$ cat config.mk
export PLATFORM = sky130hd
export DESIGN_NAME = cache_tag_engine
export DESIGN_NICKNAME = d
export VERILOG_FILES = /design/src/source/cache_pkg.sv /design/src/source/cache_directory.sv /design/src/source/cache_lookup.sv /design/src/source/cache_snoop.sv /design/src/source/cache_stream_fifo.sv /design/src/source/cache_tag_engine.sv
export VERILOG_INCLUDE_DIRS = /design/src /design/src/source
export SDC_FILE = /design/constraint.sdc
export NUM_CORES = 1
export LEC_CHECK = 0
export BUFFER_PORTS_ARGS = -buffer_cell sky130_fd_sc_hd__clkbuf_2
export CAP_MARGIN = 15
export CORE_AREA = 2 2 126 219
export CTS_CLUSTER_DIAMETER = 200
export DETAILED_ROUTE_END_ITERATION = 16
export DIE_AREA = 0 0 128 221
export PLACE_DENSITY = 0.79
export SKIP_CTS_REPAIR_TIMING = 1
export SYNTH_ARGS = -nofsm -noshare
export SYNTH_HDL_FRONTEND = slang
export SYNTH_SLANG_ARGS = --single-unit
$ cat constraint.sdc
create_clock -name clk -period 4.3 [get_ports clk]
set_clock_uncertainty 0.2 [all_clocks]
set_input_delay 0.43 -clock clk [delete_from_list [all_inputs] [get_ports clk]]
set_output_delay 0.43 -clock clk [all_outputs]
set_load 0.01 [all_outputs]
$ cat src/source/cache_params.svh
// ----------------------------------------------------------
// Size macros for the cache tag engine, included by the package
// and by the top level that sizes the stream queues
// ----------------------------------------------------------

`ifndef CACHE_PARAMS_SVH
`define CACHE_PARAMS_SVH

// Index bits, 16 lines
`define CACHE_INDEX_WIDTH 4

// Tag bits kept per line
`define CACHE_TAG_WIDTH 8

// Entries in each request and response queue
`define CACHE_QUEUE_DEPTH 4

`endif

$ cat src/source/cache_pkg.sv
// ----------------------------------------------------------
// Shared types of the cache tag engine: line state, request and
// response streams, directory ports and snoop traffic
// ----------------------------------------------------------

`default_nettype none

`include "cache_params.svh"

package cache_pkg;

  typedef logic [`CACHE_INDEX_WIDTH-1:0] index_t;
  typedef logic [`CACHE_TAG_WIDTH-1:0] tag_t;

  typedef struct packed {
    logic v;
    logic d;
    logic u;
  } line_state_t;

  typedef enum logic {
    op_read  = 1'b0,
    op_write = 1'b1
  } cache_op_t;

  typedef struct packed {
    cache_op_t op;
    tag_t      tag;
    index_t    index;
  } cache_req_t;

  typedef struct packed {
    logic        hit;
    line_state_t prev_state;
    tag_t        prev_tag;
    index_t      index;
    logic        evict;   // victim is valid and dirty
  } cache_rsp_t;

  // One directory port, read is combinational on index
  typedef struct packed {
    index_t      index;
    logic        write;
    line_state_t next_state;
    tag_t        next_tag;
  } dir_port_req_t;

  typedef struct packed {
    line_state_t current_state;
    tag_t        current_tag;
  } dir_port_rsp_t;

  typedef struct packed {
    tag_t   tag;
    index_t index;
  } snoop_req_t;

  typedef struct packed {
    logic hit;
    logic dirty;
  } snoop_rsp_t;

endpackage

`default_nettype wire

$ cat src/source/cache_directory.sv
// ----------------------------------------------------------
// Dual-port line directory, one state and tag per index, read
// combinationally on both ports and written at the clock edge
// ----------------------------------------------------------

`default_nettype none

module cache_directory (
  input  logic                     clk,
  input  logic                     rst,
  input  cache_pkg::dir_port_req_t port0_req,
  output cache_pkg::dir_port_rsp_t port0_rsp,
  input  cache_pkg::dir_port_req_t port1_req,
  output cache_pkg::dir_port_rsp_t port1_rsp
);

  localparam int LINES = 1 << $bits(cache_pkg::index_t);

  // Everything but the valid bit lives in RAM-style storage
  typedef struct packed {
    logic            d;
    logic            u;
    cache_pkg::tag_t tag;
  } ram_entry_t;

  logic [LINES-1:0] valid_q;
  ram_entry_t       ram_q [LINES];
  ram_entry_t       rd0_entry;
  ram_entry_t       rd1_entry;
  ram_entry_t       wr0_entry;
  ram_entry_t       wr1_entry;

  // Port reads
  always_comb begin
    rd0_entry = ram_q[port0_req.index];
    rd1_entry = ram_q[port1_req.index];

    port0_rsp.current_state.v = valid_q[port0_req.index];
    port0_rsp.current_state.d = rd0_entry.d;
    port0_rsp.current_state.u = rd0_entry.u;
    port0_rsp.current_tag     = rd0_entry.tag;

    port1_rsp.current_state.v = valid_q[port1_req.index];
    port1_rsp.current_state.d = rd1_entry.d;
    port1_rsp.current_state.u = rd1_entry.u;
    port1_rsp.current_tag     = rd1_entry.tag;
  end

  always_comb begin
    wr0_entry.d   = port0_req.next_state.d;
    wr0_entry.u   = port0_req.next_state.u;
    wr0_entry.tag = port0_req.next_tag;

    wr1_entry.d   = port1_req.next_state.d;
    wr1_entry.u   = port1_req.next_state.u;
    wr1_entry.tag = port1_req.next_tag;
  end

  // Valid bits come up cleared
  always_ff @(posedge clk) begin
    if (rst) begin
      valid_q <= '0;
    end else begin
      if (port0_req.write) begin
        valid_q[port0_req.index] <= port0_req.next_state.v;
      end
      if (port1_req.write) begin
        valid_q[port1_req.index] <= port1_req.next_state.v;
      end
    end
  end

  // Ports never write the same index in one cycle
  always_ff @(posedge clk) begin
    if (port0_req.write) begin
      ram_q[port0_req.index] <= wr0_entry;
    end
    if (port1_req.write) begin
      ram_q[port1_req.index] <= wr1_entry;
    end
  end

endmodule

`default_nettype wire

$ cat src/source/cache_lookup.sv
// ----------------------------------------------------------
// Lookup engine: takes one request per handshake, answers with
// hit/miss and victim info and updates the line on port 0
// ----------------------------------------------------------

`default_nettype none

module cache_lookup (
  input  logic                     clk,
  input  logic                     rst,
  input  logic                     req_valid,
  output logic                     req_ready,
  input  cache_pkg::cache_req_t    req,
  output logic                     rsp_valid,
  input  logic                     rsp_ready,
  output cache_pkg::cache_rsp_t    rsp,
  output cache_pkg::dir_port_req_t dir_req,
  input  cache_pkg::dir_port_rsp_t dir_rsp
);

  logic                   active_q;
  logic                   fire;
  logic                   is_write;
  logic                   tag_match;
  logic                   hit;
  cache_pkg::line_state_t cur_state;
  cache_pkg::line_state_t next_state;

  // Low for the first cycle out of reset, while the queues settle
  always_ff @(posedge clk) begin
    if (rst) begin
      active_q <= 1'b0;
    end else begin
      active_q <= 1'b1;
    end
  end

  // Request and response streams move together
  assign rsp_valid = req_valid && active_q;
  assign req_ready = rsp_ready && active_q;
  assign fire      = req_valid && rsp_ready && active_q;

  assign cur_state = dir_rsp.current_state;
  assign is_write  = (req.op == cache_pkg::op_write);
  assign tag_match = (dir_rsp.current_tag == req.tag);
  assign hit       = cur_state.v && tag_match;

  // New line state
  always_comb begin
    next_state.v = 1'b1;
    if (hit) begin
      next_state.u = 1'b1;
      next_state.d = cur_state.d || is_write;
    end else begin
      // Fresh allocation, not yet reused
      next_state.u = 1'b0;
      next_state.d = is_write;
    end
  end

  always_comb begin
    rsp.hit        = hit;
    rsp.prev_state = cur_state;
    rsp.prev_tag   = dir_rsp.current_tag;
    rsp.index      = req.index;
    rsp.evict      = !hit && cur_state.v && cur_state.d;
  end

  // Port 0 reads the request's line and writes it back on handshake
  always_comb begin
    dir_req.index      = req.index;
    dir_req.write      = fire;
    dir_req.next_state = next_state;
    dir_req.next_tag   = req.tag;
  end

endmodule

`default_nettype wire

$ cat src/source/cache_snoop.sv
// ----------------------------------------------------------
// Snoop engine on directory port 1: invalidates a matching line
// and reports hit and dirty one cycle after acceptance
// ----------------------------------------------------------

`default_nettype none

module cache_snoop (
  input  logic                     clk,
  input  logic                     rst,
  input  logic                     snoop_valid,
  output logic                     snoop_ready,
  input  cache_pkg::snoop_req_t    snoop,
  output logic                     snoop_rsp_valid,
  output cache_pkg::snoop_rsp_t    snoop_rsp,
  input  cache_pkg::dir_port_req_t lookup_dir_req,
  output cache_pkg::dir_port_req_t dir_req,
  input  cache_pkg::dir_port_rsp_t dir_rsp
);

  logic                  conflict;
  logic                  accept;
  logic                  hit;
  cache_pkg::snoop_rsp_t result;

  // Lookup is updating this very line, wait a cycle
  assign conflict    = lookup_dir_req.write && (lookup_dir_req.index == snoop.index);
  assign snoop_ready = !conflict;
  assign accept      = snoop_valid && snoop_ready;

  assign hit = dir_rsp.current_state.v && (dir_rsp.current_tag == snoop.tag);

  assign result.hit   = hit;
  assign result.dirty = hit && dir_rsp.current_state.d;

  // Invalidate on hit, keep tag and used bit
  always_comb begin
    dir_req.index        = snoop.index;
    dir_req.write        = accept && hit;
    dir_req.next_state.v = 1'b0;
    dir_req.next_state.d = 1'b0;
    dir_req.next_state.u = dir_rsp.current_state.u;
    dir_req.next_tag     = dir_rsp.current_tag;
  end

  always_ff @(posedge clk) begin
    if (rst) begin
      snoop_rsp_valid <= 1'b0;
    end else begin
      snoop_rsp_valid <= accept;
    end
  end

  always_ff @(posedge clk) begin
    if (accept) begin
      snoop_rsp <= result;
    end
  end

endmodule

`default_nettype wire

$ cat src/source/cache_stream_fifo.sv
// ----------------------------------------------------------
// Valid/ready stream FIFO for any packed payload type
// ----------------------------------------------------------

`default_nettype none

module cache_stream_fifo #(
  parameter type payload_t = logic [7:0],
  parameter int  DEPTH     = 2
) (
  input  logic     clk,
  input  logic     rst,
  input  logic     in_valid,
  output logic     in_ready,
  input  payload_t in_data,
  output logic     out_valid,
  input  logic     out_ready,
  output payload_t out_data
);

  localparam int PTR_W = (DEPTH > 1) ? $clog2(DEPTH) : 1;
  localparam int CNT_W = $clog2(DEPTH + 1);
  localparam logic [PTR_W-1:0] LAST_SLOT = PTR_W'(DEPTH - 1);
  localparam logic [CNT_W-1:0] FULL_COUNT = CNT_W'(DEPTH);

  payload_t mem_q [DEPTH];
  logic [PTR_W-1:0] wr_ptr_q;
  logic [PTR_W-1:0] rd_ptr_q;
  logic [CNT_W-1:0] count_q;
  logic push;
  logic pop;

  function automatic logic [PTR_W-1:0] next_ptr(input logic [PTR_W-1:0] ptr);
    if (ptr == LAST_SLOT) begin
      return '0;
    end
    return ptr + PTR_W'(1);
  endfunction

  // Head entry is presented straight from storage
  assign out_valid = (count_q != '0);
  assign out_data  = mem_q[rd_ptr_q];

  // A full queue still takes a push when the head leaves this cycle
  assign in_ready = (count_q != FULL_COUNT) || out_ready;

  assign push = in_valid && in_ready;
  assign pop  = out_valid && out_ready;

  always_ff @(posedge clk) begin
    if (rst) begin
      wr_ptr_q <= '0;
      rd_ptr_q <= '0;
      count_q  <= '0;
    end else begin
      if (push) begin
        wr_ptr_q <= next_ptr(wr_ptr_q);
      end
      if (pop) begin
        rd_ptr_q <= next_ptr(rd_ptr_q);
      end
      case ({push, pop})
        2'b10:   count_q <= count_q + CNT_W'(1);
        2'b01:   count_q <= count_q - CNT_W'(1);
        default: count_q <= count_q;
      endcase
    end
  end

  // Storage
  always_ff @(posedge clk) begin
    if (push) begin
      mem_q[wr_ptr_q] <= in_data;
    end
  end

endmodule

`default_nettype wire

$ cat src/source/cache_tag_engine.sv
// ----------------------------------------------------------
// Cache tag engine top: request queue, lookup, response queue,
// snoop invalidation and the shared dual-port directory
// ----------------------------------------------------------

`default_nettype none

`include "cache_params.svh"

module cache_tag_engine (
  input  logic                  clk,
  input  logic                  rst,
  input  logic                  req_valid,
  output logic                  req_ready,
  input  cache_pkg::cache_req_t req,
  output logic                  rsp_valid,
  input  logic                  rsp_ready,
  output cache_pkg::cache_rsp_t rsp,
  input  logic                  snoop_valid,
  output logic                  snoop_ready,
  input  cache_pkg::snoop_req_t snoop,
  output logic                  snoop_rsp_valid,
  output cache_pkg::snoop_rsp_t snoop_rsp
);

  // Request queue to lookup
  logic                  req_q_valid;
  logic                  req_q_ready;
  cache_pkg::cache_req_t req_q;

  // Lookup to response queue
  logic                  lookup_rsp_valid;
  logic                  lookup_rsp_ready;
  cache_pkg::cache_rsp_t lookup_rsp;

  cache_pkg::dir_port_req_t dir0_req;
  cache_pkg::dir_port_rsp_t dir0_rsp;
  cache_pkg::dir_port_req_t dir1_req;
  cache_pkg::dir_port_rsp_t dir1_rsp;

  cache_stream_fifo #(
    .payload_t (cache_pkg::cache_req_t),
    .DEPTH     (`CACHE_QUEUE_DEPTH)
  ) u_req_fifo (
    .clk       (clk),
    .rst       (rst),
    .in_valid  (req_valid),
    .in_ready  (req_ready),
    .in_data   (req),
    .out_valid (req_q_valid),
    .out_ready (req_q_ready),
    .out_data  (req_q)
  );

  cache_lookup u_lookup (
    .clk       (clk),
    .rst       (rst),
    .req_valid (req_q_valid),
    .req_ready (req_q_ready),
    .req       (req_q),
    .rsp_valid (lookup_rsp_valid),
    .rsp_ready (lookup_rsp_ready),
    .rsp       (lookup_rsp),
    .dir_req   (dir0_req),
    .dir_rsp   (dir0_rsp)
  );

  cache_stream_fifo #(
    .payload_t (cache_pkg::cache_rsp_t),
    .DEPTH     (`CACHE_QUEUE_DEPTH)
  ) u_rsp_fifo (
    .clk       (clk),
    .rst       (rst),
    .in_valid  (lookup_rsp_valid),
    .in_ready  (lookup_rsp_ready),
    .in_data   (lookup_rsp),
    .out_valid (rsp_valid),
    .out_ready (rsp_ready),
    .out_data  (rsp)
  );

  // Snoop sees the lookup's port-0 write for its conflict stall
  cache_snoop u_snoop (
    .clk             (clk),
    .rst             (rst),
    .snoop_valid     (snoop_valid),
    .snoop_ready     (snoop_ready),
    .snoop           (snoop),
    .snoop_rsp_valid (snoop_rsp_valid),
    .snoop_rsp       (snoop_rsp),
    .lookup_dir_req  (dir0_req),
    .dir_req         (dir1_req),
    .dir_rsp         (dir1_rsp)
  );

  cache_directory u_directory (
    .clk       (clk),
    .rst       (rst),
    .port0_req (dir0_req),
    .port0_rsp (dir0_rsp),
    .port1_req (dir1_req),
    .port1_rsp (dir1_rsp)
  );

endmodule

`default_nettype wire

* Word-level counts from Yosys, hierarchy flattened
Memories as Yosys holds them, arrays and structs flattened. A register that Yosys moved wholly into a read port is not among the register bits.
Index checks and enable logic that the tools add are counted.
** Storage, ports and cells
- Register bits after elaboration :: 34
- Bits in writable memories :: 280
- Input bits :: 30
- Output and inout port bits :: 23
- Logic and storage cells :: 116
- Memories :: 3
** Operators by class
- Add/subtract/negate cells :: 8
- Order comparisons :: 4
- Eq/ne operators :: 13
- Multiplexer cells :: 47
- Bitwise operators :: 3
- Reductions and logical operators :: 27
** Memory list
- u_directory.ram_q :: words 16, width 10, read ports 2, clocked after memory_dff 0, write ports 2, RTL line cache_directory.sv:27 : ram_entry_t ram_q [LINES];
- u_rsp_fifo.mem_q :: words 4, width 17, read ports 1, clocked after memory_dff 1, write ports 1, RTL line cache_stream_fifo.sv:26 : payload_t mem_q [DEPTH];
- u_req_fifo.mem_q :: words 4, width 13, read ports 1, clocked after memory_dff 1, write ports 1, RTL line cache_stream_fifo.sv:26
** Operator list (count)
- $mux W16 :: 3
- $mux W2 :: 13
- $mux W1 :: 25
- $logic_and A1 B1 Y1 :: 18
- $and A16 B16 Y16 :: 1
- $eq A8 B8 Y1 :: 2
- $not A16 Y16 :: 1
- $or A16 B16 Y16 :: 1
- $eq A2 B2 Y1 const B :: 6
- $pmux W3 S2 :: 2
- $lt A4 B5 Y1 const B :: 2
- $add A2 B1 Y2 const B :: 4
- $bmux W1 S4 :: 2
- $demux W1 S4 :: 2
- $ge A4 B1 Y1 const B :: 2
- $add A3 B1 Y3 const B :: 2
- $ne A3 B3 Y1 const B :: 2
- $reduce_bool A3 Y1 :: 2
- $sub A3 B1 Y3 const B :: 2
- $eq A2 B1 Y1 const B :: 2
- $eq A4 B4 Y1 :: 1
- $reduce_bool A2 Y1 :: 2
- $logic_or A1 B1 Y1 :: 3
- $logic_not A1 Y1 :: 2

* Longest topological paths before layout
- Depth after elaboration :: 10
- Depth in mapped cells :: 13
- Gate-level depth less buffers :: 10

* By module
A second synthesis with hierarchy kept.
** Second synthesis, totals
- Cells, all modules :: 1056
- Area, all modules :: 16497.1 µm²
** By module, submodules not included
- cache_directory :: instances 1, cells an instance 704, area an instance 10448.8 µm², seq. area each 5124.9 µm²
- cache_stream_fifo (u_rsp_fifo) :: instances 1, cells an instance 141, area an instance 2932.8 µm², seq. area each 2222.1 µm²
- cache_stream_fifo (u_req_fifo) :: instances 1, cells an instance 119, area an instance 2353.5 µm², seq. area each 1741.7 µm²
- cache_lookup :: instances 1, cells an instance 51, area an instance 386.6 µm², seq. area each 20.0 µm²
- cache_snoop :: instances 1, cells an instance 41, area an instance 375.4 µm², seq. area each 80.1 µm²

* Worst setup path after synthesis
Ideal clock, no wire load.
- Path type :: input to register
- Start :: input port snoop[0] (netlist name)
- End :: memory u_directory.ram_q[2][0] (netlist name), enable pin
- Library setup time :: 0.335 ns
- Arrival :: 3.186 ns
- Required time :: 3.765 ns
- Path slack :: 0.579 ns
- Stages :: 11
- Buffers on the path :: 4
- Path through :: buf_6 -> buf_2 -> mux4_2 -> mux4_2 -> xnor2_1 -> nand4_1 -> nor4_4 -> buf_12 -> nand3_4 -> buf_6 -> nand2_1
** RTL lines
- start, declared :: RTL line cache_tag_engine.sv:21 : input cache_pkg::snoop_req_t snoop,
- end, declared :: RTL line cache_directory.sv:27

==> flow_metrics.tcl <==
set metrics [dict create \
    setup_ws_ns 0.0928 \
    slew_viol_final 0 \
    slew_headroom 0.182 \
    std_cell_rows 79 \
    tightest_slew_ns 1.22 \
    critPathMostFrequentCell "o22ai_1" \
    cp_cell_sequence "mux4_4 > buf_4 > mux2i_1 > o22ai_1 > o21ai_1 > a41oi_1 > a2111oi_4 > nand4_2 > buf_12 > o22ai_1" \
    cp-end-kind "register" \
    ys_seq_elements 318 \
    critPathRequiredTime_ns 4.49 \
    dieArea_sq_mm 0.0283 \
    grt_pass1_wl_um 73500 \
    post_drt_wl_per_cell_um 31.4 \
    path_class "register to register" \
    hp-class "input port to register" \
    syn_nets 1232 \
    root_buffer "clkbuf_16" \
    drt_iter0_drc 1460 \
    finalSetupViolCount 0 \
    hpwl_um 36200 \
    fmaxAchievable_ghz 0.238 \
    synthMuxAreaShare 0.195 \
    overflow 0 \
    grt_pass1_vias 11300 \
    grt_max_degree 42 \
    drtPass1Iterations 7 \
    ys_seq_area_frac 0.549 \
    setup.reg_to_reg.worst_slack_ns 0.09 \
    holdPathEnd "u_rsp_fifo.rd_ptr_q[1]$_SDFFE_PP0P_" \
    cpPeakStageDelay_ns 0.68 \
    clk_pin_slew_ns 0.07 \
    rsz0062_at_grt "no" \
    diodes 0 \
    synth_xor_area_frac 0.0117 \
    synth-simple-area-share 0.0802 \
    drc 0 \
    p_leak_nw 6.69 \
    async_flop_share 0 \
    drive_above_1_share 0.265 \
    status "completed" \
    via_per_inst 7.27 \
    start_util 0.620 \
    routabilityCongestion 1.06 \
    grt.total_usage 0.358 \
    cts_tree "built" \
    synth-edff-count 266 \
    final_nets 1307 \
    synthesis.area_sq_mm 0.0164 \
    utilization 0.694 \
    ys.flop_type "edfxtp_1" \
    die_y_um 221 \
    cts_buffer_depth 3 \
    htree_levels 1 \
    cap_violations 0 \
    placedInstanceArea_sq_mm 0.0173 \
    cts_buffers 28 \
    crit_path_top_delay_cell "mux4_4" \
    synth_cells 1188 \
    placed_cells_incl_taps 1542 \
    p_per_area_mw_per_mm2 544 \
    synth_cell_types 58 \
    final_area_sq_mm 0.0184 \
    via_count 11700 \
    reg2reg_to "u_directory.ram_q[4][8]$_DFFE_PP_" \
    critPathMaxFanout 33 \
    crit_path_start_kind "register" \
    synth_top_family_by_area "multiplexers" \
    synthAdderAreaFrac 0.0116 \
    min_period_ns 4.21 \
    hold_depth 4 \
    syn_to_final_growth_pct 11.8 \
    irDropWorstVdd_mv 0.366 \
    syn_area_per_cell_sq_um 13.8 \
    clock_latency_ns 0.58 \
    core_area_sq_mm 0.0265 \
    fin_crit_sh 0.978 \
    wl_um 50500 \
    post-place-ws_ns 0.0764 \
    ff2ff_path_depth 10 \
    synth_compound_area_frac 0.110 \
    cp.arrival_ns 4.40 \
    ios 53 \
    finalSetupTns_ns 0 \
    grt_antenna_before_repair 0 \
    ant_nets 0 \
    finalHoldViolations 0 \
    port_buffers 52 \
    yosysWarnings 0 \
    cts_sinks 318 \
    die_x_um 128 \
    fin_cells 1609 \
    hold_path.startpoint "rsp_ready" \
]
## placed cells by master (no fill, tap or decap), drive strengths merged, types with 12 or more instances in the layout
cell,count
nand2b,18
nand3,29
mux4,83
o21ai,37
inv,24
o22ai,156
buf,89
nor3,13
clkbuf,82
mux2i,108
a21oi,23
clkinv,12
ha,12
dlygate4sd3,14
nand2,87
and3,22
mux2,20
dfxtp,52
edfxtp,266
nor2,29
and2,15
xnor2,16
## stage by stage
step | hold WS [ns] | power [mW]
detailed placement | 0.264 | 7.34
floorplan | 0.250 | 6.13
CTS | -0.139 | 9.83
global placement | 0.258 | 7.27
global route | 0.0869 | 10.3
finish | 0.0481 | 10.0
## cell usage after synthesis, types with 7 or more instances
library cell	instances	area share
ha_1	12	0.0091
o22ai_1	122	0.046
o21ai_1	18	0.0055
a32oi_1	7	0.0037
buf_6	15	0.010
buf_2	19	0.0058
o22ai_2	34	0.026
and3_1	22	0.0084
nor2_1	29	0.0066
edfxtp_1	266	0.49
inv_1	20	0.0046
mux4_1	10	0.016
clkbuf_1	56	0.013
buf_4	7	0.0032
a22oi_1	10	0.0046
nand2_1	87	0.020
nor3_1	13	0.0040
xnor2_1	16	0.0085
nand3_1	25	0.0076
mux2_2	20	0.014
mux4_2	73	0.10
and2_1	15	0.0057
dfxtp_1	52	0.063
mux2i_1	108	0.066
a21oi_1	23	0.0070
buf_1	10	0.0023
nand2b_1	18	0.0069
o21ai_0	19	0.0058
## how the worst max path moves through the flow
stage	startpoint	endpoint	depth (start not counted)
after floorplan	snoop[0]	u_directory.ram_q[2][0]$_DFFE_PP_	11
after global placement	register	u_directory.ram_q[4][8]$_DFFE_PP_	10
after detailed placement	snoop[0]	u_directory.ram_q[12][0]$_DFFE_PP_	10
after CTS	register	u_directory.ram_q[4][8]$_DFFE_PP_	10
after global routing	register	u_directory.ram_q[4][8]$_DFFE_PP_	10
final	register	u_directory.ram_q[4][8]$_DFFE_PP_	10
## sequential cells by signal (all words and copies together), names as in the netlist, named ones only
signal and cells:
u_snoop.snoop_rsp_valid 1, u_rsp_fifo.rd_ptr_q 2, u_req_fifo.mem_q 52, u_snoop.snoop_rsp 2, u_req_fifo.wr_ptr_q 2, u_lookup.active_q 1
u_rsp_fifo.wr_ptr_q 2, u_rsp_fifo.count_q 3, u_directory.valid_q 16, u_req_fifo.rd_ptr_q 2, u_directory.ram_q 160, u_req_fifo.count_q 3
u_rsp_fifo.mem_q 68
## cell families after synthesis
group           Yosys count
mux                     211
buf+inv                 132
flops                   318
xor+xnor                 22
simple gates            240
compound gates          251
fa+ha+maj                14
## critical path, delay by kind of cell (launching register included)
family | cells | cell delay (ns)
buf+inv | 2 | 0.54
compound gates | 5 | 1.71
simple gates | 1 | 0.21
flops | 1 | 0.36
mux | 2 | 0.94
## layout make-up
class	count	area, sq um
sequential	318	9030
fill	1812	8110
multi-input combinational	738	6750
timing repair buffer	154	1180
clock buffer	31	732
tap	324	405
clock inverter	21	194
inverter	23	86.3
## power breakdown
group,leakage (nW),switching [mW],internal [mW]
combinational,3.45,2.22,1.26
clock,0.445,1.18,1.37
sequential,2.80,0.204,3.78
## per-layer routing
metal,global-route usage,part of all wire
met4,0.253,0.087
met3,0.0662,0.096
met1,0.423,0.32
met2,0.586,0.49
met5,0,0
Note: power is estimated with default switching activity, not from simulation.
